### config.mk
export PLATFORM = sky130hd
export DESIGN_NAME = wb_master_port
export DESIGN_NICKNAME = d
export VERILOG_FILES = /design/src/rtl/kernel_cu_pkg.sv /design/src/rtl/wb_master_port.sv
export VERILOG_INCLUDE_DIRS = /design/src /design/src/include
export SDC_FILE = /design/constraint.sdc
export NUM_CORES = 1
export LEC_CHECK = 0
export BUFFER_PORTS_ARGS = -buffer_cell sky130_fd_sc_hd__buf_4
export CAP_MARGIN = 15
export CORE_ASPECT_RATIO = 2
export CORE_MARGIN = 2
export CORE_UTILIZATION = 44
export CTS_BUF_LIST = sky130_fd_sc_hd__clkbuf_8
export DETAILED_ROUTE_END_ITERATION = 12
export PLACE_DENSITY = 0.87
export SLEW_MARGIN = 20
export SYNTH_ARGS = -nofsm -noshare
export SYNTH_HDL_FRONTEND = slang
export SYNTH_SLANG_ARGS = --single-unit
### constraint.sdc
create_clock -name ap_clk -period 3.5 [get_ports ap_clk]
set_input_delay 0.35 -clock ap_clk [delete_from_list [all_inputs] [get_ports ap_clk]]
set_output_delay 0.35 -clock ap_clk [all_outputs]
set_load 0.005 [all_outputs]
### src/include/kernel_cu_defs.svh
// Kernel CU shared sizes
// Widths for requestor ports, the Wishbone bus and the done tracker
`ifndef KERNEL_CU_DEFS_SVH
`define KERNEL_CU_DEFS_SVH

// Requestors sharing the single memory port
`define KCU_NUM_REQUESTORS 2
`define KCU_ID_WIDTH 1

// Wishbone memory bus
`define KCU_ADDR_WIDTH 32
`define KCU_DATA_WIDTH 32
`define KCU_SEL_WIDTH 4

// Done condition must hold this many cycles before done_out
`define KCU_PULSE_HOLD 4
// Holds the worst-case number of requests inside the pipeline
`define KCU_MAX_INFLIGHT_WIDTH 3

`endif

### src/rtl/kernel_cu_pkg.sv
// Kernel CU package
// Request, response and requestor id types used along the memory pipeline
`include "kernel_cu_defs.svh"

package kernel_cu_pkg;

  // Index of the requestor that owns a transaction
  typedef logic [`KCU_ID_WIDTH-1:0] requestor_id_t;

  // One memory request as it travels from the arbiter to the bus
  typedef struct packed {
    requestor_id_t              id;
    logic                       we;
    logic [`KCU_ADDR_WIDTH-1:0] addr;
    logic [`KCU_DATA_WIDTH-1:0] data;
    logic [`KCU_SEL_WIDTH-1:0]  sel;
  } mem_request_t;

  // One memory response, routed back by id
  // Reads carry the bus data, writes carry zero
  typedef struct packed {
    requestor_id_t              id;
    logic [`KCU_DATA_WIDTH-1:0] data;
  } mem_response_t;

endpackage : kernel_cu_pkg

### src/rtl/wb_master_port.sv
// Wishbone classic master port
// Issues one bus cycle per request and returns a tagged completion per acknowledge
`timescale 1ns/1ps
`include "kernel_cu_defs.svh"

module wb_master_port (
  input  logic                          ap_clk,
  input  logic                          areset_control,
  input  logic                          iss_valid,
  input  kernel_cu_pkg::mem_request_t   iss_request,
  output logic                          iss_ready,
  output logic                          wb_cyc,
  output logic                          wb_stb,
  output logic                          wb_we,
  output logic [`KCU_ADDR_WIDTH-1:0]    wb_adr,
  output logic [`KCU_DATA_WIDTH-1:0]    wb_dat_w,
  output logic [`KCU_SEL_WIDTH-1:0]     wb_sel,
  input  logic [`KCU_DATA_WIDTH-1:0]    wb_dat_r,
  input  logic                          wb_ack,
  output logic                          cpl_valid,
  output kernel_cu_pkg::mem_response_t  cpl_response,
  input  logic                          cpl_ready
);

  // Idle, bus cycle open, completion waiting for the slice
  typedef enum logic [1:0] {ST_IDLE, ST_BUS, ST_HOLD} wb_state_t;

  wb_state_t                    state;
  // Owner of the open bus cycle
  kernel_cu_pkg::requestor_id_t cur_id;

  assign iss_ready = (state == ST_IDLE);
  assign wb_cyc    = (state == ST_BUS);
  assign wb_stb    = (state == ST_BUS);
  assign cpl_valid = (state == ST_HOLD);

  // ----------------------------------------------------------------------
  // FSM
  // ----------------------------------------------------------------------
  always_ff @(posedge ap_clk) begin
    if (areset_control) begin
      state <= ST_IDLE;
    end else begin
      case (state)
        ST_IDLE: if (iss_valid) state <= ST_BUS;
        ST_BUS:  if (wb_ack) state <= ST_HOLD;
        ST_HOLD: if (cpl_ready) state <= ST_IDLE;
        default: state <= ST_IDLE;
      endcase
    end
  end

  // Bus outputs stay put for the whole cycle
  always_ff @(posedge ap_clk) begin
    if (iss_valid && iss_ready) begin
      cur_id   <= iss_request.id;
      wb_we    <= iss_request.we;
      wb_adr   <= iss_request.addr;
      wb_dat_w <= iss_request.data;
      wb_sel   <= iss_request.sel;
    end
  end

  // Writes complete with zero data
  always_ff @(posedge ap_clk) begin
    if (wb_cyc && wb_ack) begin
      cpl_response.id   <= cur_id;
      cpl_response.data <= wb_we ? '0 : wb_dat_r;
    end
  end

endmodule : wb_master_port

======== Word level (Yosys, flattened, before mapping) ========
Index checks and enable logic that the tools add are counted.
operators by class
  equal/unequal tests ..................... 5
  muxes and demuxes ....................... 4
  reduce and logical (&&, ||, !) cells .... 4
operators by type and width
  operator                                                count
  2-to-1 mux 2 bit                                        3
  case mux 2 bit (3 select lines)                         1
  inequality test 2 x 1 -> 1 bit (second input constant)  2
  AND reduction 3 bit                                     1
  == test 2 x 1 -> 1 bit (second input constant)          1
  == test 2 bit (second input constant)                   1
  logical AND 1 bit                                       2
  logical NOT 2 bit                                       1
  inequality test 2 bit (second input constant)           1
word-level totals
  bits in registers ....................... 105
  input bits .............................. 107
  output and inout port bits .............. 106
  logic and storage cells ................. 21

======== Depth between registers and ports, before layout ========
  depth in word-level cells ............... 3
  depth in mapped cells ................... 2
  mapped depth without buffers ............ 2

======== Worst setup path before layout ========
Ideal clock, no wire load.
  path type ............................... reg2reg
  start point ............................. register state[1]
  end point ............................... register cur_id (enable)
  setup time .............................. 0.436 ns
  arrival ................................. 2.171 ns
  required time ........................... 3.064 ns
  slack ................................... 0.894 ns
  cell stages (with the launch flop) ...... 3
  buffers on the path ..................... 0
  clock period less this slack ............ 2.606 ns
  path through ............................ dfxtp_1 nor2_1 and2_1
between the ends
  longest elaborated chain between the ends .. 2
ends and longest elaborated chain
  item                    RTL line              RTL
  start, declared         wb_master_port.sv:28  wb_state_t state;
  start signal, assigned  wb_master_port.sv:42  state <= ST_IDLE;
  start signal, assigned  wb_master_port.sv:45  ST_IDLE: if (iss_valid) state <= ST_BUS;
  start signal, assigned  wb_master_port.sv:46  ST_BUS: if (wb_ack) state <= ST_HOLD;
  logical NOT 2 bit       wb_master_port.sv:32  assign iss_ready = (state == ST_IDLE);
  net iss_ready           wb_master_port.sv:11  output logic iss_ready,
  logical AND 1 bit       wb_master_port.sv:55  if (iss_valid && iss_ready) begin
  end signal, assigned    wb_master_port.sv:56  cur_id <= iss_request.id;
  end, declared           wb_master_port.sv:30  kernel_cu_pkg::requestor_id_t cur_id;
The timed path passes the listed nets, and every way through them passes these cells.
A chain may end at the register's enable or synchronous reset.

======== Final worst setup path ========
  start point ............................. register state[1]
  end point ............................... register wb_adr[25] (enable)
between the ends
  longest elaborated chain between the ends .. 2
ends and longest elaborated chain
  item                  RTL line              RTL
  logical NOT 2 bit     wb_master_port.sv:32
  logical AND 1 bit     wb_master_port.sv:55
  end signal, assigned  wb_master_port.sv:58  wb_adr <= iss_request.addr;
  end, declared         wb_master_port.sv:15  output logic [`KCU_ADDR_WIDTH-1:0] wb_adr,
Every way passes these cells.

==> reports/metrics.yaml <==
synth_compound_area_share_pct: 0.547
cp_data_arrival_time_ps: 1740
grtUsageTotal_pct: 18.9
synth_adder_area_share_pct: 0
cts_buffers: 9
fmax_mhz: 568
end_kind: "flop"
nets: 480
path_clk_slew_ps: 90
syn-num-nets: 259
antenna_found_initial: 0
diodes: 0
firstDrtPassIters: 4
status: "finished, final reports clean"
grt_pass1_wl_mm: 11.3
path_class: "flop to flop"
fp.dieH_um: 129
vias: 2197
path_max_fanout: 70
maxSlewHeadroom_pct: 41.0
avgSynthCellArea_sq_um: 22.6
power_leakage_nw: 2.23
netlist_instances: 152
synth-xor-area-share_pct: 0
whs_endpoint: "state[0]$_SDFFE_PP0P_"
grt_max_degree: 71
syn_to_final_growth_pct: 55.6
r2r-end: "wb_adr[25]$_DFFE_PP_"
rsz0062_at_grt: "false"
post_cts_buffers: 0
core_sq_um: 7600
die_area_sq_um: 8560
cts_tree: "yes"
reg2reg_from: "state[1]$_SDFFE_PP0P_"
postRouteAntennaNets: 0
holdPathStages: 2
syn-cell-area_sq_um: 3430
cts_sinks: 105
hold_viol: 0
routed_wl_mm: 8.30
n_fill_cell: 530
portBuffers: 212
grt_pass1_vias: 2176
ctsRootBufferMaster: "clkbuf_8"
post-route-min-period_ps: 1760
synth_top_family_by_area: "simple AND/OR/NAND/NOR gates"
wire_per_inst_um: 17.6
worstHoldPathType: "input pin to flop"
drc: 0
ctsResizeCount: 0
grt-ovfl-total: 0
ioPinCount: 213
die_x_um: 66.4
tightest_slew_ps: 885
clock_latency_ps: 350
viasPerCell: 4.65
synthSimpleGateAreaFrac_pct: 7.37
peakVddDrop_v: 0.000354
rr_worst_depth: 3
fin_crit_sh_pct: 50.3
fin_util_pct: 70.2
required_ps: 3480
ys_seq_elements: 105
hold_path_startpoint: "areset_control"
slew_violations: 0
start_util_pct: 45.1
ff2ff_setup_slack_ps: 1740
setup_viol: 0
cts_hold_buf: 0
ys_types: 12
tns_ps: 0
power_density_nw_per_um2: 465
cts_buffer_depth: 2
fin_skew_ps: 4.69
drtIter0Drc: 221
maxCapViolations: 0
synth_mux_area_share_pct: 0
ys_seq_area_share_pct: 91.3
critPathLaunchType: "flop"
num_rows: 45
drive_gt1_share_pct: 61.6
gp_congestion: 0.735
cts.htree.levels: 3
yosysWarnings: 0
-- through the flow --
stage	total power, mW	cells	setup WS (ps)	hold slack, ps	area, sq um
floorplan	1.58	152	894	400	3430
global route	2.57	472	1650	136	5340
global placement	1.78	455	1830	408	5130
finish	2.48	472	1740	165	5340
detailed placement	1.79	455	1790	413	5130
CTS	2.50	471	1420	145	5320
-- worst max path at each step --
stage	cells after the start	endpoint	slack, ps	from
finish	3	wb_adr[25]$_DFFE_PP_	1740	state[1]$_SDFFE_PP0P_
global route	3	wb_dat_w[9]$_DFFE_PP_	1650	state[1]$_SDFFE_PP0P_
CTS	1	wb_we	1420	wb_we$_DFFE_PP_
detailed placement	3	wb_sel[1]$_DFFE_PP_	1790	state[1]$_SDFFE_PP0P_
global placement	3	wb_dat_w[29]$_DFFE_PP_	1830	state[1]$_SDFFE_PP0P_
floorplan	2	cur_id$_DFFE_PP_	890	state[1]$_SDFFE_PP0P_
-- cells in the final DEF (no fill, tap or decap), types with 2 or more instances in the layout --
| cell type | count |
|---|---|
| inv_1 | 2 |
| buf_4 | 213 |
| clkinvlp_4 | 2 |
| edfxtp_1 | 103 |
| clkbuf_8 | 9 |
| nor2b_1 | 33 |
| dfxtp_1 | 2 |
| and2_2 | 2 |
| nor2_1 | 2 |
| nand2b_1 | 2 |
-- area by class of cell --
| class | count | area (sq um) | area share [%] |
|---|---|---|---|
| Tap cell | 94 | 118 | 2.20 |
| Sequential cell | 105 | 3130 | 58.7 |
| Clock buffer | 9 | 124 | 2.32 |
| Multi-Input combinational cell | 42 | 274 | 5.13 |
| Inverter | 1 | 3.75 | 0.0703 |
| Timing Repair Buffer | 214 | 1610 | 30.2 |
| Clock inverter | 7 | 71.3 | 1.34 |
-- per-layer routing --
metal	up-vias	track usage, %	routed length [um]
met5	-	0	0
met4	0	11.0	240
met3	16	5.16	710
met2	128	34.0	4690
met1	1043	18.7	2650
li1	1010	-	-
-- where the power goes --
part	switching [mW]	total, mW	internal, mW
registers	0.0250	1.50	1.47
logic	0.100	0.268	0.168
clock network	0.389	0.720	0.331
total	0.515	2.48	1.97
-- registers in the layout, summed over array words and instances, names as in the netlist --
register / cells
cur_id: 1
state: 2
cpl_response: 33
wb_dat_w: 32
wb_sel: 4
wb_adr: 32
wb_we: 1
-- critical path, stage by stage, from the launching register on --
cell and delay [ps]:
dfxtp_1 370, nor2_1 150, and2_2 150, buf_4 630
-- synth_stat cells --
| master | count | area, sq um |
|---|---|---|
| inv_1 | 1 | 3.75 |
| nor2b_4 | 1 | 13.8 |
| edfxtp_1 | 103 | 3090 |
| a32o_2 | 1 | 11.3 |
| a211oi_1 | 1 | 7.51 |
| buf_4 | 1 | 7.51 |
| nand2b_1 | 2 | 12.5 |
| nor2b_1 | 33 | 206 |
| nor2_1 | 2 | 7.51 |
| buf_2 | 3 | 15.0 |
| and2_1 | 2 | 12.5 |
| dfxtp_1 | 2 | 40.0 |
-- cell families (layout without fill, tap and decap cells) --
group	after synthesis	after routing
flip-flops	105	105
AND/OR/NAND/NOR	40	40
buffers and inverters	5	231
AO/OA/AOI/OAI	2	2
Note: power is estimated with default switching activity, not from simulation.
