==> src/include/kernel_cu_defs.svh <==
// Kernel CU shared sizes
// Widths for requestor ports, the Wishbone bus and the done tracker
`ifndef KERNEL_CU_DEFS_SVH
`define KERNEL_CU_DEFS_SVH

// Requestors sharing the single memory port
`define KCU_NUM_REQUESTORS 2
`define KCU_ID_WIDTH 1

// Wishbone memory bus
`define KCU_ADDR_WIDTH 32
`define KCU_DATA_WIDTH 32
`define KCU_SEL_WIDTH 4

// Done condition must hold this many cycles before done_out
`define KCU_PULSE_HOLD 4
// Holds the worst-case number of requests inside the pipeline
`define KCU_MAX_INFLIGHT_WIDTH 3

`endif

==> src/rtl/done_tracker.sv <==
// Done tracker
// Counts requests in flight and raises done_out once idle has held long enough
`timescale 1ns/1ps
`include "kernel_cu_defs.svh"

module done_tracker (
  input  logic                           ap_clk,
  input  logic                           areset_control,
  input  logic                           arb_valid,
  input  logic                           arb_ready,
  input  logic                           ret_valid,
  input  logic                           ret_ready,
  input  logic [`KCU_NUM_REQUESTORS-1:0] requestor_done,
  output logic                           done_out
);

  logic [`KCU_MAX_INFLIGHT_WIDTH-1:0] inflight;
  logic [`KCU_PULSE_HOLD-1:0]         done_hold;
  logic                               enter;
  logic                               leave;
  logic                               done_cond;

  // Requests past the arbiter register, and responses handed to the router
  assign enter = arb_valid & arb_ready;
  assign leave = ret_valid & ret_ready;

  // A request still sitting in the arbiter register also counts as busy
  assign done_cond = (&requestor_done) & (inflight == '0) & ~arb_valid;

  // ----------------------------------------------------------------------
  // In-flight count and hold window
  // ----------------------------------------------------------------------
  always_ff @(posedge ap_clk) begin
    if (areset_control) begin
      inflight  <= '0;
      done_hold <= '0;
    end else begin
      inflight  <= inflight + enter - leave;
      done_hold <= {done_hold[`KCU_PULSE_HOLD-2:0], done_cond};
    end
  end

  assign done_out = &done_hold;

endmodule : done_tracker

==> config.mk <==
export PLATFORM = sky130hd
export DESIGN_NAME = done_tracker
export DESIGN_NICKNAME = d
export VERILOG_FILES = /design/src/rtl/done_tracker.sv
export VERILOG_INCLUDE_DIRS = /design/src /design/src/include
export SDC_FILE = /design/constraint.sdc
export NUM_CORES = 1
export LEC_CHECK = 0
export ABC_CLOCK_PERIOD_IN_PS = 1830
export CAP_MARGIN = 10
export CORE_AREA = 4 4 41 43
export DETAILED_ROUTE_END_ITERATION = 16
export DIE_AREA = 0 0 45 47
export DONT_BUFFER_PORTS = 1
export PLACE_DENSITY = 0.36
export SLEW_MARGIN = 20
export SYNTH_ARGS = -nofsm -noshare
export SYNTH_HDL_FRONTEND = slang
export SYNTH_SLANG_ARGS = --single-unit
==> constraint.sdc <==
create_clock -name ap_clk -period 1.83 [get_ports ap_clk]
set_input_delay 0.366 -clock ap_clk [delete_from_list [all_inputs] [get_ports ap_clk]]
set_output_delay 0.366 -clock ap_clk [all_outputs]
set_load 0.1 [all_outputs]
# Word level (Yosys, flattened, before mapping)
# Cells that the tools add are included.
# classes
bitwise_logic	5
n_reduce_logical	3
add_sub_neg	2
# ops
cell	count
$and 1x1->1	4
$reduce_and 4->1	1
$add 3x1->3	1
$logic_not 3->1	1
$sub 3x1->3	1
$reduce_and 2->1	1
$not 1->1	1
# word_totals
regBits	7
word_cells	12

# Logic depth before layout (Yosys ltp)
# Gate-level depths: netlist of run 1.
# logic_depth
word_depth	3
depth_mapped	8
depth_no_buf	8

# Least setup slack after synthesis of run 1
# OpenSTA, ideal clock, no wires.
# synth_timing
kind	in2reg
from	input port ret_valid
to	register inflight[2]
arrival_ns	1.573
cell_stages	8
slack_ns	0.147
setup_time_ns	0.110
path_cell_list	and2_1 > ha_1 > inv_1 > ha_1 > inv_1 > fa_1 > xnor3_1 > nor2_1
# synth_between
elab_chain_cells	2
# synth_lines
item	line	text
start, declared	done_tracker.sv:11	input logic ret_valid,
$and 1x1->1	done_tracker.sv:25	assign leave = ret_valid & ret_ready;
$sub 3x1->3	done_tracker.sv:38	inflight <= inflight + enter - leave;
end signal, assigned	done_tracker.sv:38	
end, declared	done_tracker.sv:17	logic [`KCU_MAX_INFLIGHT_WIDTH-1:0] inflight;
# No other way between the ends.
# A chain may end at the register's enable or synchronous reset.

# Worst setup path after layout of run 1
# Ends and elaborated chain as after synthesis.

==> results.cfg, run 1 <==
[timing]
slew_headroom_pct = 81.6
timing.final.crit_share_pct = 80.3
fmax_ghz = 0.681
min_period_ns = 1.47
tns_ns = 0
skew_ns = 0.00157
hold_violations = 0
worst_slack_ns = 0.361
worstMarginPinSlew_ns = 0.279
finalSetupViolCount = 0
drv_slew = 0
rsz0062_at_grt = false

[cts]
cts_hold_buf = 0
cts_repair_resize_count = 0
htreeDepth = 1
clock_latency_ns = 0.24
path_clk_slew_ns = 0.05
root_buffer = clkbuf_4
cts_buffers = 3
clkSinkCount = 7
tritoncts = built
cts_setup_buffers = 0
max-clock-path-buffers = 2

[final_layout]
seqCellArea_um2 = 140
drive_above_1_share_pct = 13.3
nFillCells = 152
fin_cells = 45
finalNetCount = 42
syn2layout_area_growth_pct = 18.4
antennaDiodeCount = 0
multi_input_area_um2 = 138

[worst_setup_path]
cp.required_ns = 1.97
cp-start-kind = input pin
worstPathCellList = and2_1, ha_1, inv_1, ha_1, inv_1, fa_1, xnor3_1, nor2_1
cp-end-kind = register
slowest_delay_ns = 0.36
crit_fanout = 1
r2r_setup_slack_ns = 0.60
r2r-end = inflight[2]$_SDFF_PP0_
worstPathArrival_ns = 1.61
ff2ff_path_depth = 5
reg2reg_from = inflight[0]$_SDFF_PP0_
crit_slowest_cell = fa_1
path_class = in2reg

[detailed_routing]
vias = 181
ant_nets = 0
route.detailed.drc = 0
wire_per_inst_um = 10.6
first_pass_iters = 1
drtIter0Drc = 0
avgViaCountPerCell = 4.02
drt_wl_total_um = 477

[placement]
preCtsSetupSlack_ns = 0.0837
placedCellCount = 41
place.gp.congestion = 0.677
port-buffer-count = 0

[synthesis]
netlist_instances = 25
netlist_top_cells_count = dfxtp_1, nor2b_1, nor2_1
avgSynthCellArea_um2 = 11.4
synth_fp_nets = 36
synth.yosys.warnings = 0
synth_edf_count = 0
yosysTopAreaCellShare_pct = 49.1
async_flop_share_pct = 0
ys_seq_area_share_pct = 49.1
netlist_area_um2 = 285
synth-seq-cells = 7
ys.flop_type = dfxtp_1
synth_area_leader_cell = dfxtp_1
yosys-top-cells-area = dfxtp_1, ha_1, nor2b_1, xnor3_1, fa_1
synth.distinct_cells = 12
synth_most_common_cell = dfxtp_1

[run_status]
status = completed

[die]
ios = 9
coreArea_mm2 = 0.00130
rows = 13
dieHeight_um = 47
die_w_um = 45
die_area_mm2 = 0.00212
start_util_pct = 21.9

[hold_path]
hold_end = inflight[1]$_SDFF_PP0_
hold_start = areset_control
holdPathStages = 1
hold_class = in2reg

[pwr]
irDropWorstVdd_v = 0.000322
fin_total_pwr_w = 0.000377
pwr-share-comb_pct = 15.4
swShare_pct = 21.7
power.internal_w = 0.000295
leakage_nw = 0.150
switching_power_w = 0.0000819
clockPowerShare_pct = 36.2
p_per_area_mw_per_mm2 = 1120
seqPwrFrac_pct = 48.4

[global_route]
grt_max_degree = 8
track_usage_pct = 5.79
grt_pass1_vias = 199
grt_pass1_wl_um = 779
antenna_found_initial = 0
grt_overflow_total = 0

[flow_run]
cap_violations = 0
metrics by stage:
stage          hold slack (ns)  area (um2)  utilization [%]
2_1_floorplan            0.430         285                -
6_report                 0.183         338             26.0
3_5_place_dp             0.436         312             23.9
3_3_place_gp             0.435         312             23.9
5_1_grt                  0.161         338             26.0
4_1_cts                  0.171         338             26.0
cell families after synthesis:
group / share of synthesized area [%]
xor gates and xnor gates: 7.89
DFF: 49.1
and+or+nand+nor: 24.6
adders and majority gates: 15.8
buffers and inverters: 2.63
how the worst max path moves through the flow:
stage | from | to
after floorplan | ret_valid | inflight[2]$_SDFF_PP0_
after global placement | ret_valid | inflight[2]$_SDFF_PP0_
after detailed placement | ret_valid | inflight[2]$_SDFF_PP0_
after CTS | ret_valid | inflight[2]$_SDFF_PP0_
after global routing | ret_valid | inflight[2]$_SDFF_PP0_
final | ret_valid | inflight[2]$_SDFF_PP0_
area by class of cell:
type / instances / area share (%)
Clock buffer: 4 / 7.78
Timing Repair Buffer: 1 / 2.22
Sequential cell: 7 / 41.5
Multi-Input combinational cell: 16 / 40.7
Tap cell: 15 / 5.56
Inverter: 2 / 2.22
cells in the final DEF (no fill, tap or decap), types with 2 or more instances in the layout:
master	synthesis	routed
clkbuf_4	0	3
dfxtp_1	7	7
ha_1	2	2
inv_1	2	2
nor2_1	3	3
nor2b_1	4	4
layer usage:
layer | part of all wire, % | wire (um) | track usage [%]
met2 | 49 | 236 | 8.19
met5 | 0 | 0 | 0
met3 | 11 | 53 | 6.90
met4 | 0 | 0 | 1.75
met1 | 39 | 187 | 5.30
worst max-delay path, delay by kind of cell:
family / cells / cell delay [ns]
adder cells (fa/ha/maj): 3 / 0.77
XOR/XNOR: 1 / 0.20
AND/OR/NAND/NOR: 2 / 0.18
buffers and inverters: 2 / 0.10
sequential cells by signal, summed over array words and instances (netlist names):
name	count
done_hold	4
inflight	3
power groups by stage:
stage | Clock (W) | Sequential, W | Combinational (W)
finish | 0.000136 | 0.000183 | 0.0000582
global route | 0.000155 | 0.000184 | 0.0000642
CTS | 0.000144 | 0.000183 | 0.0000601
detailed placement | 0 | 0.000186 | 0.0000598
global placement | 0 | 0.000185 | 0.0000574
floorplan | 0 | 0.000183 | 0.0000533
No activity file was read; power rests on OpenSTA's default activity.
==> run 2: changes to the inputs <==
ABC_CLOCK_PERIOD_IN_PS = 1300   (was 1830)
PLACE_DENSITY = 0.37   (was 0.36)
clock period = 1.3 ns   (was 1.83 ns; I/O delays follow)
==> run 2 against run 1 <==
Against the previous run: clock power rose by 43%; routed wire length fell by 6.3%; setup slack got worse by 0.31 ns; clock skew rose by 0.0027 ns; sequential power rose by 42%; largest power group unchanged.
==> results.cfg, run 2 (same netlist as run 1, synthesis figures left out) <==
[run_status]
status = completed

[global_route]
track_usage_pct = 6.26
grt_pass1_wl_um = 772
grt_pass1_vias = 202
grt_overflow_total = 0
grt_max_degree = 8
antenna_found_initial = 0

[final_layout]
antennaDiodeCount = 0
finalNetCount = 42
syn2layout_area_growth_pct = 35.1
top_regs = done_hold x4, inflight x3
largest-register = done_hold
final_cell_mix = dfxtp_1, nor2b_1, nor2_1, clkbuf_4
finish.utilization_pct = 29.6
largest_reg_flops = 4
drive_above_1_share_pct = 43.3
final_common_cell = dfxtp_1
fin_cells = 45

[die]
die_w_um = 45
rows = 13
coreArea_mm2 = 0.00130
ios = 9
die_area_mm2 = 0.00212
dieHeight_um = 47
start_util_pct = 21.9

[worst_setup_path]
worstPathArrival_ns = 0.99
cp.required_ns = 1.04
slowest_delay_ns = 0.33
critical_path.top_delay_family = flip-flops
crit_slowest_cell = dfxtp_1
cp-start-kind = register
cp.buffers_inverters = 1
crit_fanout = 2
cp-end-kind = primary output
worstPathCellList = and4_4, buf_12
path_class = reg2out

[timing]
min_period_ns = 1.25
hold_ws_ns = 0.0640
fmax_ghz = 0.802
hold_violations = 0
timing.final.crit_share_pct = 95.9
slew_headroom_pct = 85.4
worstMarginPinSlew_ns = 0.217
finalSetupViolCount = 0
rsz0062_at_grt = false
drv_slew = 0
skew_ns = 0.00432

[cts]
cts_hold_buf = 0
cts_buffers = 3
tritoncts = built
max-clock-path-buffers = 2
clock_latency_ns = 0.25
root_buffer = clkbuf_4
path_clk_slew_ns = 0.06
clkSinkCount = 7
htreeDepth = 1

[detailed_routing]
ant_nets = 0
drtIter0Drc = 3
route.detailed.drc = 0
drt_wl_total_um = 447
wire_per_inst_um = 9.93
first_pass_iters = 4
avgViaCountPerCell = 4.27
vias = 192

[placement]
place.gp.congestion = 0.622
placedCellCount = 41
port-buffer-count = 0
dp_hpwl_um = 360

[pwr]
p_per_area_mw_per_mm2 = 1430
irDropWorstVdd_v = 0.000452
leakage_nw = 0.156
fin_total_pwr_w = 0.000550

[flow_run]
cap_violations = 0

[hold_path]
hold_class = in2reg
## run 2: worst paths after layout
| check | from | end | slack [ns] | cells after the start |
|---|---|---|---|---|
| min reg2reg | done_hold[1]$_SDFF_PP0_ | done_hold[2]$_SDFF_PP0_ | 0.46 | 1 |
| min | areset_control | inflight[0]$_SDFF_PP0_ | 0.06 | 1 |
| max | done_hold[2]$_SDFF_PP0_ | done_out | 0.05 | 2 |
| max reg2reg | inflight[0]$_SDFF_PP0_ | inflight[2]$_SDFF_PP0_ | 0.11 | 5 |
## run 2: layout make-up
type	count	area (um2)
multi-input combinational	16	170
tap	15	18.8
clock buffer	3	22.5
inverter	2	7.51
sequential	7	141
timing repair buffer	1	20.0
clock inverter	1	5.00
fill	145	916
## run 2: metal layers
layer  global-route usage [%]  share of wire [%]  vias up  wire length [um]
met5                        0                  0        -                 0
met4                     8.77                6.5        0                29
li1                         -                  -       93                 -
met2                     8.76                 44       10               198
met3                     4.98                 11        4                48
met1                     4.59                 38       85               170
## run 2: timing repair
item	4_1_cts	5_1_grt
endpoints found under the hold margin	0	0
gates resized for setup	0	2
buffers inserted	0	0
endpoints found under the setup margin	0	2
## run 2: power breakdown
group | internal, W | switching (W)
clock | 0.000112 | 0.0000827
sequential | 0.000241 | 0.0000189
combinational | 0.0000661 | 0.0000286
total | 0.000419 | 0.000130
## run 2: metrics by stage
stage | TNS (ns) | area, um2 | setup WS, ns
floorplan | -0.320 | 317 | -0.172
finish | 0 | 385 | 0.0528
global placement | -0.367 | 355 | -0.196
CTS | 0 | 383 | 0.0181
detailed placement | -0.378 | 355 | -0.197
global route | 0 | 385 | 0.00236
