**config.mk**
```make
export PLATFORM = sky130hd
export DESIGN_NAME = pipe_slice
export DESIGN_NICKNAME = d
export VERILOG_FILES = /design/src/rtl/pipe_slice.sv
export VERILOG_INCLUDE_DIRS = /design/src /design/src/include
export SDC_FILE = /design/constraint.sdc
export NUM_CORES = 1
export LEC_CHECK = 0
export BUFFER_PORTS_ARGS = -buffer_cell sky130_fd_sc_hd__buf_2
export CAP_MARGIN = 25
export CORE_ASPECT_RATIO = 1.1
export CORE_MARGIN = 3
export CORE_UTILIZATION = 30
export CTS_BUF_LIST = sky130_fd_sc_hd__clkbuf_4
export CTS_CLUSTER_SIZE = 12
export DETAILED_ROUTE_END_ITERATION = 7
export SYNTH_ARGS = -nofsm -noshare
export SYNTH_HDL_FRONTEND = slang
export SYNTH_SLANG_ARGS = --single-unit
export TNS_END_PERCENT = 100
```
**constraint.sdc**
```tcl
create_clock -name ap_clk -period 4.6 [get_ports ap_clk]
set_input_delay 1.15 -clock ap_clk [delete_from_list [all_inputs] [get_ports ap_clk]]
set_output_delay 1.15 -clock ap_clk [all_outputs]
set_load 0.02 [all_outputs]
```
**src/include/kernel_cu_defs.svh**
```systemverilog
// Kernel CU shared sizes
// Widths for requestor ports, the Wishbone bus and the done tracker
`ifndef KERNEL_CU_DEFS_SVH
`define KERNEL_CU_DEFS_SVH

// Requestors sharing the single memory port
`define KCU_NUM_REQUESTORS 2
`define KCU_ID_WIDTH 1

// Wishbone memory bus
`define KCU_ADDR_WIDTH 32
`define KCU_DATA_WIDTH 32
`define KCU_SEL_WIDTH 4

// Done condition must hold this many cycles before done_out
`define KCU_PULSE_HOLD 4
// Holds the worst-case number of requests inside the pipeline
`define KCU_MAX_INFLIGHT_WIDTH 3

`endif

```
**src/rtl/pipe_slice.sv**
```systemverilog
// Pipeline register slice
// Two-entry skid buffer, registers both valid/data and ready
`timescale 1ns/1ps
`include "kernel_cu_defs.svh"

module pipe_slice #(
  parameter type payload_t = logic [`KCU_DATA_WIDTH-1:0]
) (
  input  logic     ap_clk,
  input  logic     areset_control,
  input  logic     in_valid,
  input  payload_t in_payload,
  output logic     in_ready,
  output logic     out_valid,
  output payload_t out_payload,
  input  logic     out_ready
);

  // Second entry, only used while the output stalls
  logic     skid_valid;
  payload_t skid_payload;

  logic in_xfer;
  // Output register is free to take a new entry
  logic load_out;

  // Ready drops only once both entries hold data
  assign in_ready = ~skid_valid;
  assign in_xfer  = in_valid & in_ready;
  assign load_out = out_ready | ~out_valid;

  // ----------------------------------------------------------------------
  // Control
  // ----------------------------------------------------------------------
  always_ff @(posedge ap_clk) begin
    if (areset_control) begin
      out_valid  <= 1'b0;
      skid_valid <= 1'b0;
    end else if (load_out) begin
      // Drain the skid entry first to keep order
      out_valid  <= skid_valid | in_xfer;
      skid_valid <= 1'b0;
    end else if (in_xfer) begin
      skid_valid <= 1'b1;
    end
  end

  // Payload path
  always_ff @(posedge ap_clk) begin
    if (load_out) begin
      out_payload <= skid_valid ? skid_payload : in_payload;
    end else if (in_xfer) begin
      skid_payload <= in_payload;
    end
  end

endmodule : pipe_slice

```
# After elaboration in Yosys (flattened, before gate mapping)
# Index checks and enable logic that the tools add are counted.
[totals]
output_inout_bits = 34
memories = 0
elab_cells = 13
register_bits = 66
rom_bits = 0
mem_bits_rw = 0
latch_bits = 0
inputBits = 36
[classes]
multipliers = 0
div = 0
n_bitwise = 6
n_lt_le_gt_ge = 0
addsub = 0
shift = 0
n_reduce_logical = 2
eq_ne = 0
muxes = 1
[op_table]
columns = ["cell", "count"]
rows = [
  ["$mux 32", 1],
  ["$not 1->1", 3],
  ["$or 1x1->1", 2],
  ["$reduce_and 2->1", 1],
  ["$reduce_or 2->1", 1],
  ["$and 1x1->1", 1],
]

# Logic depth before layout (Yosys ltp)
# Gate-level depths: netlist (run 1).
[depth]
ltp_word = 4
depth_mapped = 4

# Least setup slack after synthesis (run 1)
# No wires, ideal clock.
[synth_path]
path_kind = "input to register"
start = "input out_ready"
end = "register skid_payload[0] (netlist name), enable pin"
setup_ps = 468
stages = 2
n_path_buf = 0
slack_ps = -324
arrival_ps = 4457
path_cell_list = "nand2b_1 nor3b_1"
[synth_between]
elab_chain_cells = 3
[synth_lines]
columns = ["element", "line_no", "rtl"]
rows = [
  ["start, declared", "pipe_slice.sv:16", "input logic out_ready"],
  ["$or 1x1->1", "pipe_slice.sv:30", "assign load_out = out_ready | ~out_valid;"],
  ["$not 1->1 (no line)", "-", ""],
  ["$reduce_and 2->1 (no line)", "-", ""],
  ["end signal, assigned", "pipe_slice.sv:53", "skid_payload <= in_payload;"],
  ["end, declared", "pipe_slice.sv:21", "payload_t skid_payload;"],
]
# Every way passes these cells.
# A chain may end at the register's enable or synchronous reset.

# Worst setup path in the final report (run 1)
[layout_path]
start = "input out_ready"
end = "register skid_payload[21] (netlist name), enable pin"
[layout_between]
elab_chain_cells = 3
[layout_lines]
columns = ["element", "line_no", "rtl"]
rows = [
  ["$or 1x1->1", "pipe_slice.sv:30", ""],
  ["net load_out", "pipe_slice.sv:25", "logic load_out;"],
  ["$not 1->1 (no line)", "-", ""],
  ["$reduce_and 2->1 (no line)", "-", ""],
]
# The timed path passes the listed nets, and every way through them passes these cells.

==> insert_results.sql, run 1 <==
INSERT INTO impl_metrics (metric_group, metric, value, unit) VALUES
('sta', 'finalSetupTns', '0', 'ps'),
('final_layout', 'final_nets', '222', ''),
('routing', 'via_per_inst', '4.080', ''),
('yosys', 'yosys_warnings', '0', ''),
('critical_path', 'critical_path_class', 'in2reg', ''),
('place', 'post-dp-hpwl', '2723', 'um'),
('clock_tree', 'ctsResizeCount', '0', ''),
('routing', 'wire_per_inst', '13.52', 'um'),
('hold_path', 'hold_class', 'reg2reg', ''),
('floorplanning', 'fp-row-count', '34', ''),
('sta', 'hold_slack', '554.9', 'ps'),
('clock_tree', 'clock_tree.htree_level_count', '3', ''),
('yosys', 'synthesis.nets', '144', ''),
('floorplanning', 'ioPinCount', '70', ''),
('sta', 'number_of_hold_violations_in_the_final_report', '0', ''),
('status', 'outcome', 'finished, final reports clean', ''),
('yosys', 'netlist_top_cells_area', 'sky130_fd_sc_hd__edfxtp_1 (76%), sky130_fd_sc_hd__mux2_4 (16%), sky130_fd_sc_hd__mux2_2 (2.2%)', ''),
('yosys', 'synth.distinct_cells', '13', ''),
('yosys', 'postSynthRegisterBits', '66', ''),
('critical_path', 'worstPathCellList', 'buf_2, nand2b_2, nor3b_4, buf_4', ''),
('sta', 'timing.final.crit_period', '2536', 'ps'),
('clock_tree', 'cts.root.buffer_cell', 'sky130_fd_sc_hd__clkbuf_4', ''),
('critical_path', 'critPathMaxFanout', '35', ''),
('floorplanning', 'floorplan.initialDensity', '31.36', '%'),
('yosys', 'postSynthCellCount', '108', ''),
('yosys', 'synth_largest_type_area_fraction', '76.23', '%'),
('routing', 'routed-via-count', '1220', ''),
('yosys', 'synth_seq_area_share', '77.82', '%'),
('sta', 'number_of_max_slew_violations_in_the_final_report', '0', ''),
('critical_path', 'cp_arrival', '2590', 'ps'),
('global_route', 'grt.overflow.total', '0', ''),
('sta', 'fin_skew', '6.833', 'ps'),
('routing', 'postRouteWirelength', '4041', 'um'),
('final_layout', 'layout.cells.most_common', 'sky130_fd_sc_hd__buf_2', ''),
('sta', 'layout_worst_path_cycle_share', '55.12', '%'),
('critical_path', 'critPathLaunchType', 'primary input', ''),
('final_layout', 'post_route_non_filler_standard_cell_count', '299', ''),
('global_route', 'grt_antenna_before_repair', '0', ''),
('routing', 'drt_iter0_drc', '35', ''),
('critical_path', 'critical-path-slowest-cell', 'sky130_fd_sc_hd__nand2b_2', ''),
('clock_tree', 'tritoncts.num_buffers', '9', ''),
('global_route', 'maximum_number_of_pins_on_one_net_before_global_route_repair', '36', ''),
('final_layout', 'sequential_cell_area', '0.001963', 'mm2'),
('sta', 'rsz_0062_raised_after_global_routing', 'false', ''),
('power_and_ir_drop', 'power_leakage', '0.001205', 'uW'),
('yosys', 'synth_top_area_cell', 'sky130_fd_sc_hd__edfxtp_1', ''),
('floorplanning', 'floorplan_die_height', '102.1', 'um'),
('job', 'max-cap-violations', '0', ''),
('global_route', 'grt_pass1_wl', '6251', 'um'),
('routing', 'drt_drc_violations_left', '0', ''),
('yosys', 'post_synth_instance_area', '0.002521', 'mm2'),
('place', 'detailed_place.area', '0.002978', 'mm2'),
('floorplanning', 'chipWidth', '93.41', 'um'),
('clock_tree', 'cts_tree', 'yes', ''),
('final_layout', 'multi_input_area', '503.0', 'um2'),
('power_and_ir_drop', 'power.density_cell_area', '377.0', 'mW/mm2'),
('place', 'io_buffer_count', '69', ''),
('critical_path', 'max_stage_delay', '580', 'ps'),
('clock_tree', 'cts.sink_count', '66', ''),
('sta', 'maxSlewHeadroom', '40.08', '%'),
('critical_path', 'end_kind', 'register', ''),
('final_layout', 'drive_gt1_share', '62.83', '%'),
('global_route', 'number_of_global_route_vias_before_repair', '1205', ''),
('sta', 'timing.final.setup_violations', '0', ''),
('final_layout', 'final.fill_count', '752', ''),
('place', 'place_inst', '283', ''),
('clock_tree', 'post-cts-setup-buffers', '0', ''),
('clock_tree', 'worstSkewPairLatency', '390', 'ps'),
('routing', 'ant_nets', '0', ''),
('yosys', 'synth_area_per_cell', '23.34', 'um2'),
('routing', 'detailedRoute.firstPassIterationCount', '4', '');
## through the flow
step	util (%)	total power (uW)	setup WS (ps)
after floorplan	-	781.6	791.2
after global placement	36.79	826.0	1608
after detailed placement	37.04	827.4	1589
after CTS	38.69	1195	2024
after global routing	38.69	1228	1932
final	38.69	1173	2064
## power breakdown
| part | switching (uW) | leakage, uW | total, uW | internal (uW) |
|---|---|---|---|---|
| clock network | 194 | 0.0000675 | 362 | 167 |
| logic | 60.6 | 0.000499 | 110 | 49.5 |
| registers | 8.25 | 0.000639 | 701 | 693 |
## layout make-up
cell class | instances | area share (%)
clock buffer | 10 | 2.414
clock inverter | 6 | 1.850
inverter | 1 | 0.1207
multi-input combinational | 37 | 16.17
sequential | 66 | 63.11
tap | 108 | 4.344
timing repair buffer | 71 | 11.99
## worst reg2reg max path: stages, from the launching register on
cell and delay (ps):
sky130_fd_sc_hd__dfxtp_1 360, sky130_fd_sc_hd__nand2b_2 480, sky130_fd_sc_hd__nor3b_4 330, sky130_fd_sc_hd__buf_4 420
## cells in the mapped netlist
cell type                   n
sky130_fd_sc_hd__edfxtp_1  64
sky130_fd_sc_hd__mux2_4    27
sky130_fd_sc_hd__mux2_2     5
sky130_fd_sc_hd__buf_12     2
sky130_fd_sc_hd__dfxtp_1    2
sky130_fd_sc_hd__a21oi_1    1
sky130_fd_sc_hd__buf_6      1
sky130_fd_sc_hd__buf_8      1
sky130_fd_sc_hd__inv_1      1
sky130_fd_sc_hd__nand2b_1   1
sky130_fd_sc_hd__nor2_1     1
sky130_fd_sc_hd__nor3_1     1
sky130_fd_sc_hd__nor3b_1    1
## state kept, by name, indices dropped and copies added, names as in the netlist
signal and count:
skid_payload 32, out_valid 1, skid_valid 1, out_payload 32
## path summary, 6_finish.rpt
path / start / end / slack [ps] / cells after the start
max: out_ready / skid_payload[21]$_DFFE_PP_ / 2060 / 4
min: skid_payload[25]$_DFFE_PP_ / out_payload[25]$_DFFE_PP_ / 550 / 1
max reg2reg: out_valid$_SDFFE_PP0P_ / skid_payload[21]$_DFFE_PP_ / 2660 / 3
min reg2reg: skid_payload[25]$_DFFE_PP_ / out_payload[25]$_DFFE_PP_ / 550 / 1
## layer usage
metal	global-route usage, %	vias up	wire (um)	share of wire (%)
met4	5.411	0	65	1.6
met2	13.04	54	1814	45
met5	0	-	0	0
li1	-	585	-	-
met1	11.55	574	1794	44
met3	3.535	7	367	9.1
## logic make-up (layout without fill, tap and decap cells)
logic type / after synthesis / after routing / synth area share, %
DFF: 66 / 66 / 77.82
and+or+nand+nor: 4 / 4 / 0.8932
muxes: 32 / 32 / 18.31
AOI/OAI and AO/OA: 1 / 1 / 0.1983
buffers and inverters: 5 / 88 / 2.779
No activity file was read; power rests on OpenSTA's default activity.
==> run 2: changes to the inputs <==
--- a/config.mk
+++ b/config.mk
@@ -6,6 +6,7 @@
 export SDC_FILE = /design/constraint.sdc
 export NUM_CORES = 1
 export LEC_CHECK = 0
+export ABC_AREA = 1
 export BUFFER_PORTS_ARGS = -buffer_cell sky130_fd_sc_hd__buf_2
 export CAP_MARGIN = 25
 export CORE_ASPECT_RATIO = 1.1
==> constraint.sdc (replaced) <==
create_clock -name ap_clk -period 2.6 [get_ports ap_clk]
set_input_delay 0.65 -clock ap_clk [delete_from_list [all_inputs] [get_ports ap_clk]]
set_output_delay 0.65 -clock ap_clk [all_outputs]
set_load 0.02 [all_outputs]
==> run 2 against run 1 <==
- first-iteration DRC count grew 20%
- register-to-register slack lost 1400 ps
- critical endpoint is now in_ready
- worst setup slack lost 1300 ps
==> insert_results.sql, run 2 <==
INSERT INTO impl_metrics (metric_group, metric, value, unit) VALUES
('floorplanning', 'floorplan_die_height', '101.9', 'um'),
('critical_path', 'max_stage_delay', '360', 'ps'),
('sta', 'number_of_max_slew_violations_in_the_final_report', '0', ''),
('yosys', 'synth_seq_area_share', '78.17', '%'),
('routing', 'wire_per_inst', '12.14', 'um'),
('sta', 'maxSlewHeadroom', '72.77', '%'),
('place', 'io_buffer_count', '69', ''),
('power_and_ir_drop', 'power_leakage', '0.001311', 'uW'),
('global_route', 'grt.overflow.total', '0', ''),
('critical_path', 'worstPathCellList', 'inv_8, buf_2', ''),
('sta', 'timing.final.setup_violations', '0', ''),
('sta', 'clock.fmax', '0.5448', 'GHz'),
('global_route', 'grt_antenna_before_repair', '0', ''),
('yosys', 'synth_edf_count', '64', ''),
('sta', 'timing.final.crit_period', '1835', 'ps'),
('critical_path', 'critical-path-top-delay-family', 'buffers and inverters', ''),
('final_layout', 'layout_common_cells', 'sky130_fd_sc_hd__nand2_1 (79), sky130_fd_sc_hd__buf_2 (69), sky130_fd_sc_hd__edfxtp_1 (64), sky130_fd_sc_hd__nand2_2 (20), sky130_fd_sc_hd__clkbuf_4 (10)', ''),
('clock_tree', 'cts.root.buffer_cell', 'sky130_fd_sc_hd__clkbuf_4', ''),
('global_route', 'number_of_global_route_vias_before_repair', '1439', ''),
('clock_tree', 'clock_tree.htree_level_count', '3', ''),
('routing', 'postRouteWirelength', '4491', 'um'),
('status', 'outcome', 'finished, final reports clean', ''),
('sta', 'timing_worst_slew_pin_value', '408.4', 'ps'),
('clock_tree', 'clkSlewWorstSetupHoldPaths', '110', 'ps'),
('yosys', 'synth_ff_type', 'sky130_fd_sc_hd__edfxtp_1', ''),
('yosys', 'netlist_top_cells_area', 'sky130_fd_sc_hd__edfxtp_1 (77%), sky130_fd_sc_hd__nand2_1 (12%), sky130_fd_sc_hd__nand2_2 (4.7%)', ''),
('yosys', 'synth.distinct_cells', '12', ''),
('floorplanning', 'floorplan.initialDensity', '31.22', '%'),
('place', 'place_inst', '354', ''),
('global_route', 'grt_pass1_wl', '6906', 'um'),
('routing', 'routed-via-count', '1456', ''),
('yosys', 'synth_largest_type_area_fraction', '76.57', '%'),
('clock_tree', 'tritoncts.num_buffers', '9', ''),
('routing', 'drt_iter0_drc', '42', ''),
('yosys', 'yosysMostFrequentCell', 'sky130_fd_sc_hd__nand2_1', ''),
('yosys', 'postSynthRegisterBits', '66', ''),
('yosys', 'synth_area_per_cell', '13.94', 'um2'),
('sta', 'number_of_hold_violations_in_the_final_report', '0', ''),
('critical_path', 'cp_data_required_time', '1950', 'ps'),
('floorplanning', 'ioPinCount', '70', ''),
('sta', 'layout_worst_path_cycle_share', '70.59', '%'),
('critical_path', 'cp_arrival', '1190', 'ps'),
('final_layout', 'layout.cells.most_common', 'sky130_fd_sc_hd__nand2_1', ''),
('clock_tree', 'cts.sink_count', '66', ''),
('clock_tree', 'post-cts-setup-buffers', '0', ''),
('yosys', 'postSynthCellCount', '180', ''),
('final_layout', 'antenna_cells', '0', ''),
('place', 'detailed_place.area', '0.002943', 'mm2'),
('global_route', 'grtUsageTotal', '10.02', '%'),
('critical_path', 'critical_path_class', 'reg2out', ''),
('critical_path', 'cp_num_buf_inv', '2', ''),
('final_layout', 'area_growth_syn_to_layout', '22.53', '%'),
('sta', 'rsz_0062_raised_after_global_routing', 'false', ''),
('power_and_ir_drop', 'power.density_cell_area', '680.9', 'mW/mm2'),
('final_layout', 'drive_gt1_share', '42.75', '%'),
('routing', 'ant_nets', '0', ''),
('routing', 'drt_drc_violations_left', '0', ''),
('clock_tree', 'cts_hold_buffers', '0', ''),
('power_and_ir_drop', 'ir_worst_vdd', '357.0', 'uV'),
('yosys', 'yosys_warnings', '0', ''),
('critical_path', 'end_kind', 'primary output', ''),
('hold_path', 'hold_class', 'in2reg', ''),
('routing', 'detailedRoute.firstPassIterationCount', '4', ''),
('critical_path', 'critPathLaunchType', 'register', ''),
('final_layout', 'postLayoutCellArea', '0.003075', 'mm2'),
('job', 'max-cap-violations', '0', ''),
('critical_path', 'critical-path-slowest-cell', 'sky130_fd_sc_hd__dfxtp_2', ''),
('yosys', 'synth_commonest_cells', 'sky130_fd_sc_hd__nand2_1 (80), sky130_fd_sc_hd__edfxtp_1 (64), sky130_fd_sc_hd__nand2_2 (19), sky130_fd_sc_hd__buf_6 (3), sky130_fd_sc_hd__nor2_1 (3)', ''),
('floorplanning', 'chipWidth', '93.21', 'um'),
('place', 'post-dp-hpwl', '3076', 'um'),
('final_layout', 'post_route_non_filler_standard_cell_count', '370', ''),
('critical_path', 'critPathMaxFanout', '34', ''),
('yosys', 'synthesis.nets', '216', ''),
('routing', 'via_per_inst', '3.935', ''),
('floorplanning', 'die_area', '0.009501', 'mm2'),
('sta', 'finalSetupTns', '0', 'ps'),
('floorplanning', 'fp-row-count', '34', ''),
('clock_tree', 'worstSkewPairLatency', '390', 'ps'),
('place', 'gp_congestion', '0.6241', ''),
('global_route', 'maximum_number_of_pins_on_one_net_before_global_route_repair', '35', ''),
('floorplanning', 'core_region_area', '0.008040', 'mm2'),
('clock_tree', 'ctsResizeCount', '0', ''),
('sta', 'fin_skew', '8.600', 'ps'),
('clock_tree', 'cts-root-to-sink-buffers', '2', ''),
('clock_tree', 'cts_tree', 'yes', ''),
('final_layout', 'final_nets', '293', ''),
('final_layout', 'layout_top_registers', 'out_payload (32), skid_payload (32)', ''),
('yosys', 'synth_top_area_cell', 'sky130_fd_sc_hd__edfxtp_1', ''),
('yosys', 'post_synth_instance_area', '0.002510', 'mm2'),
('yosys', 'synthArstFlopShare', '0', '%');
## run 2: cell count changes in the layout (fill, tap and decap cells not counted), sizes merged, moves of 2 or more
| cell | delta |
|---|---|
| inv | +2 |
| mux2 | -32 |
| buf | +2 |
| nand2 | +99 |
| nor2 | +2 |
## run 2: through the flow
| stage | power (uW) | utilization [%] | setup slack (ps) | hold slack (ps) |
|---|---|---|---|---|
| floorplan | 1392 | - | 145.7 | 494.3 |
| detailed placement | 1481 | 36.60 | 978.5 | 504.4 |
| finish | 2094 | 38.25 | 764.6 | 449.2 |
| global placement | 1478 | 36.60 | 989.8 | 491.4 |
| CTS | 2124 | 38.25 | 722.0 | 416.4 |
| global route | 2187 | 38.25 | 668.3 | 406.6 |
## run 2: routing by layer
metal,GRT usage (%),part of all wire [%],vias to the layer above
met4,4.059,0.53,0
met1,10.68,41,637
met3,4.271,8.2,2
met5,0,0,-
met2,17.56,50,58
li1,-,-,759
## run 2: cell families after synthesis
logic type             after synthesis  share of synthesized area [%]
AND/OR/NAND/NOR                    103                          17.35
flip-flops                          66                          78.17
buffers and inverters               10                          4.287
AO/OA/AOI/OAI                        1                         0.1992
## run 2: area by class of cell
| type | instances | area (um2) |
|---|---|---|
| repair buffers | 73 | 375.4 |
| clock inverters | 6 | 57.56 |
| clock buffers | 10 | 75.07 |
| multi-input cells | 104 | 450.4 |
| well taps | 108 | 135.1 |
| inverters | 3 | 18.77 |
| fillers | 788 | 4965 |
| flip-flops and latches | 66 | 1963 |
## run 2: worst register-to-register path, cell delays in order, from the launching register on
cell and delay [ps]:
sky130_fd_sc_hd__dfxtp_2 360, sky130_fd_sc_hd__inv_8 210, sky130_fd_sc_hd__nand2_1 140, sky130_fd_sc_hd__nor2_4 100
sky130_fd_sc_hd__buf_4 260
## run 2: report_power, final
| part | total [uW] | internal [uW] | switching (uW) |
|---|---|---|---|
| sequential | 1250 | 1230 | 16.1 |
| clock | 643 | 298 | 345 |
| combinational | 203 | 69.3 | 133 |
## run 2: path summary, 6_finish.rpt
kind | start | to | slack, ps | cells past startpoint
hold / removal | in_payload[18] | skid_payload[18]$_DFFE_PP_ | 450 | 1
setup / recovery | skid_valid$_SDFFE_PP0P_ | in_ready | 760 | 2
hold reg to reg | out_valid$_SDFFE_PP0P_ | skid_valid$_SDFFE_PP0P_ | 520 | 2
setup reg to reg | skid_valid$_SDFFE_PP0P_ | skid_payload[20]$_DFFE_PP_ | 1220 | 4
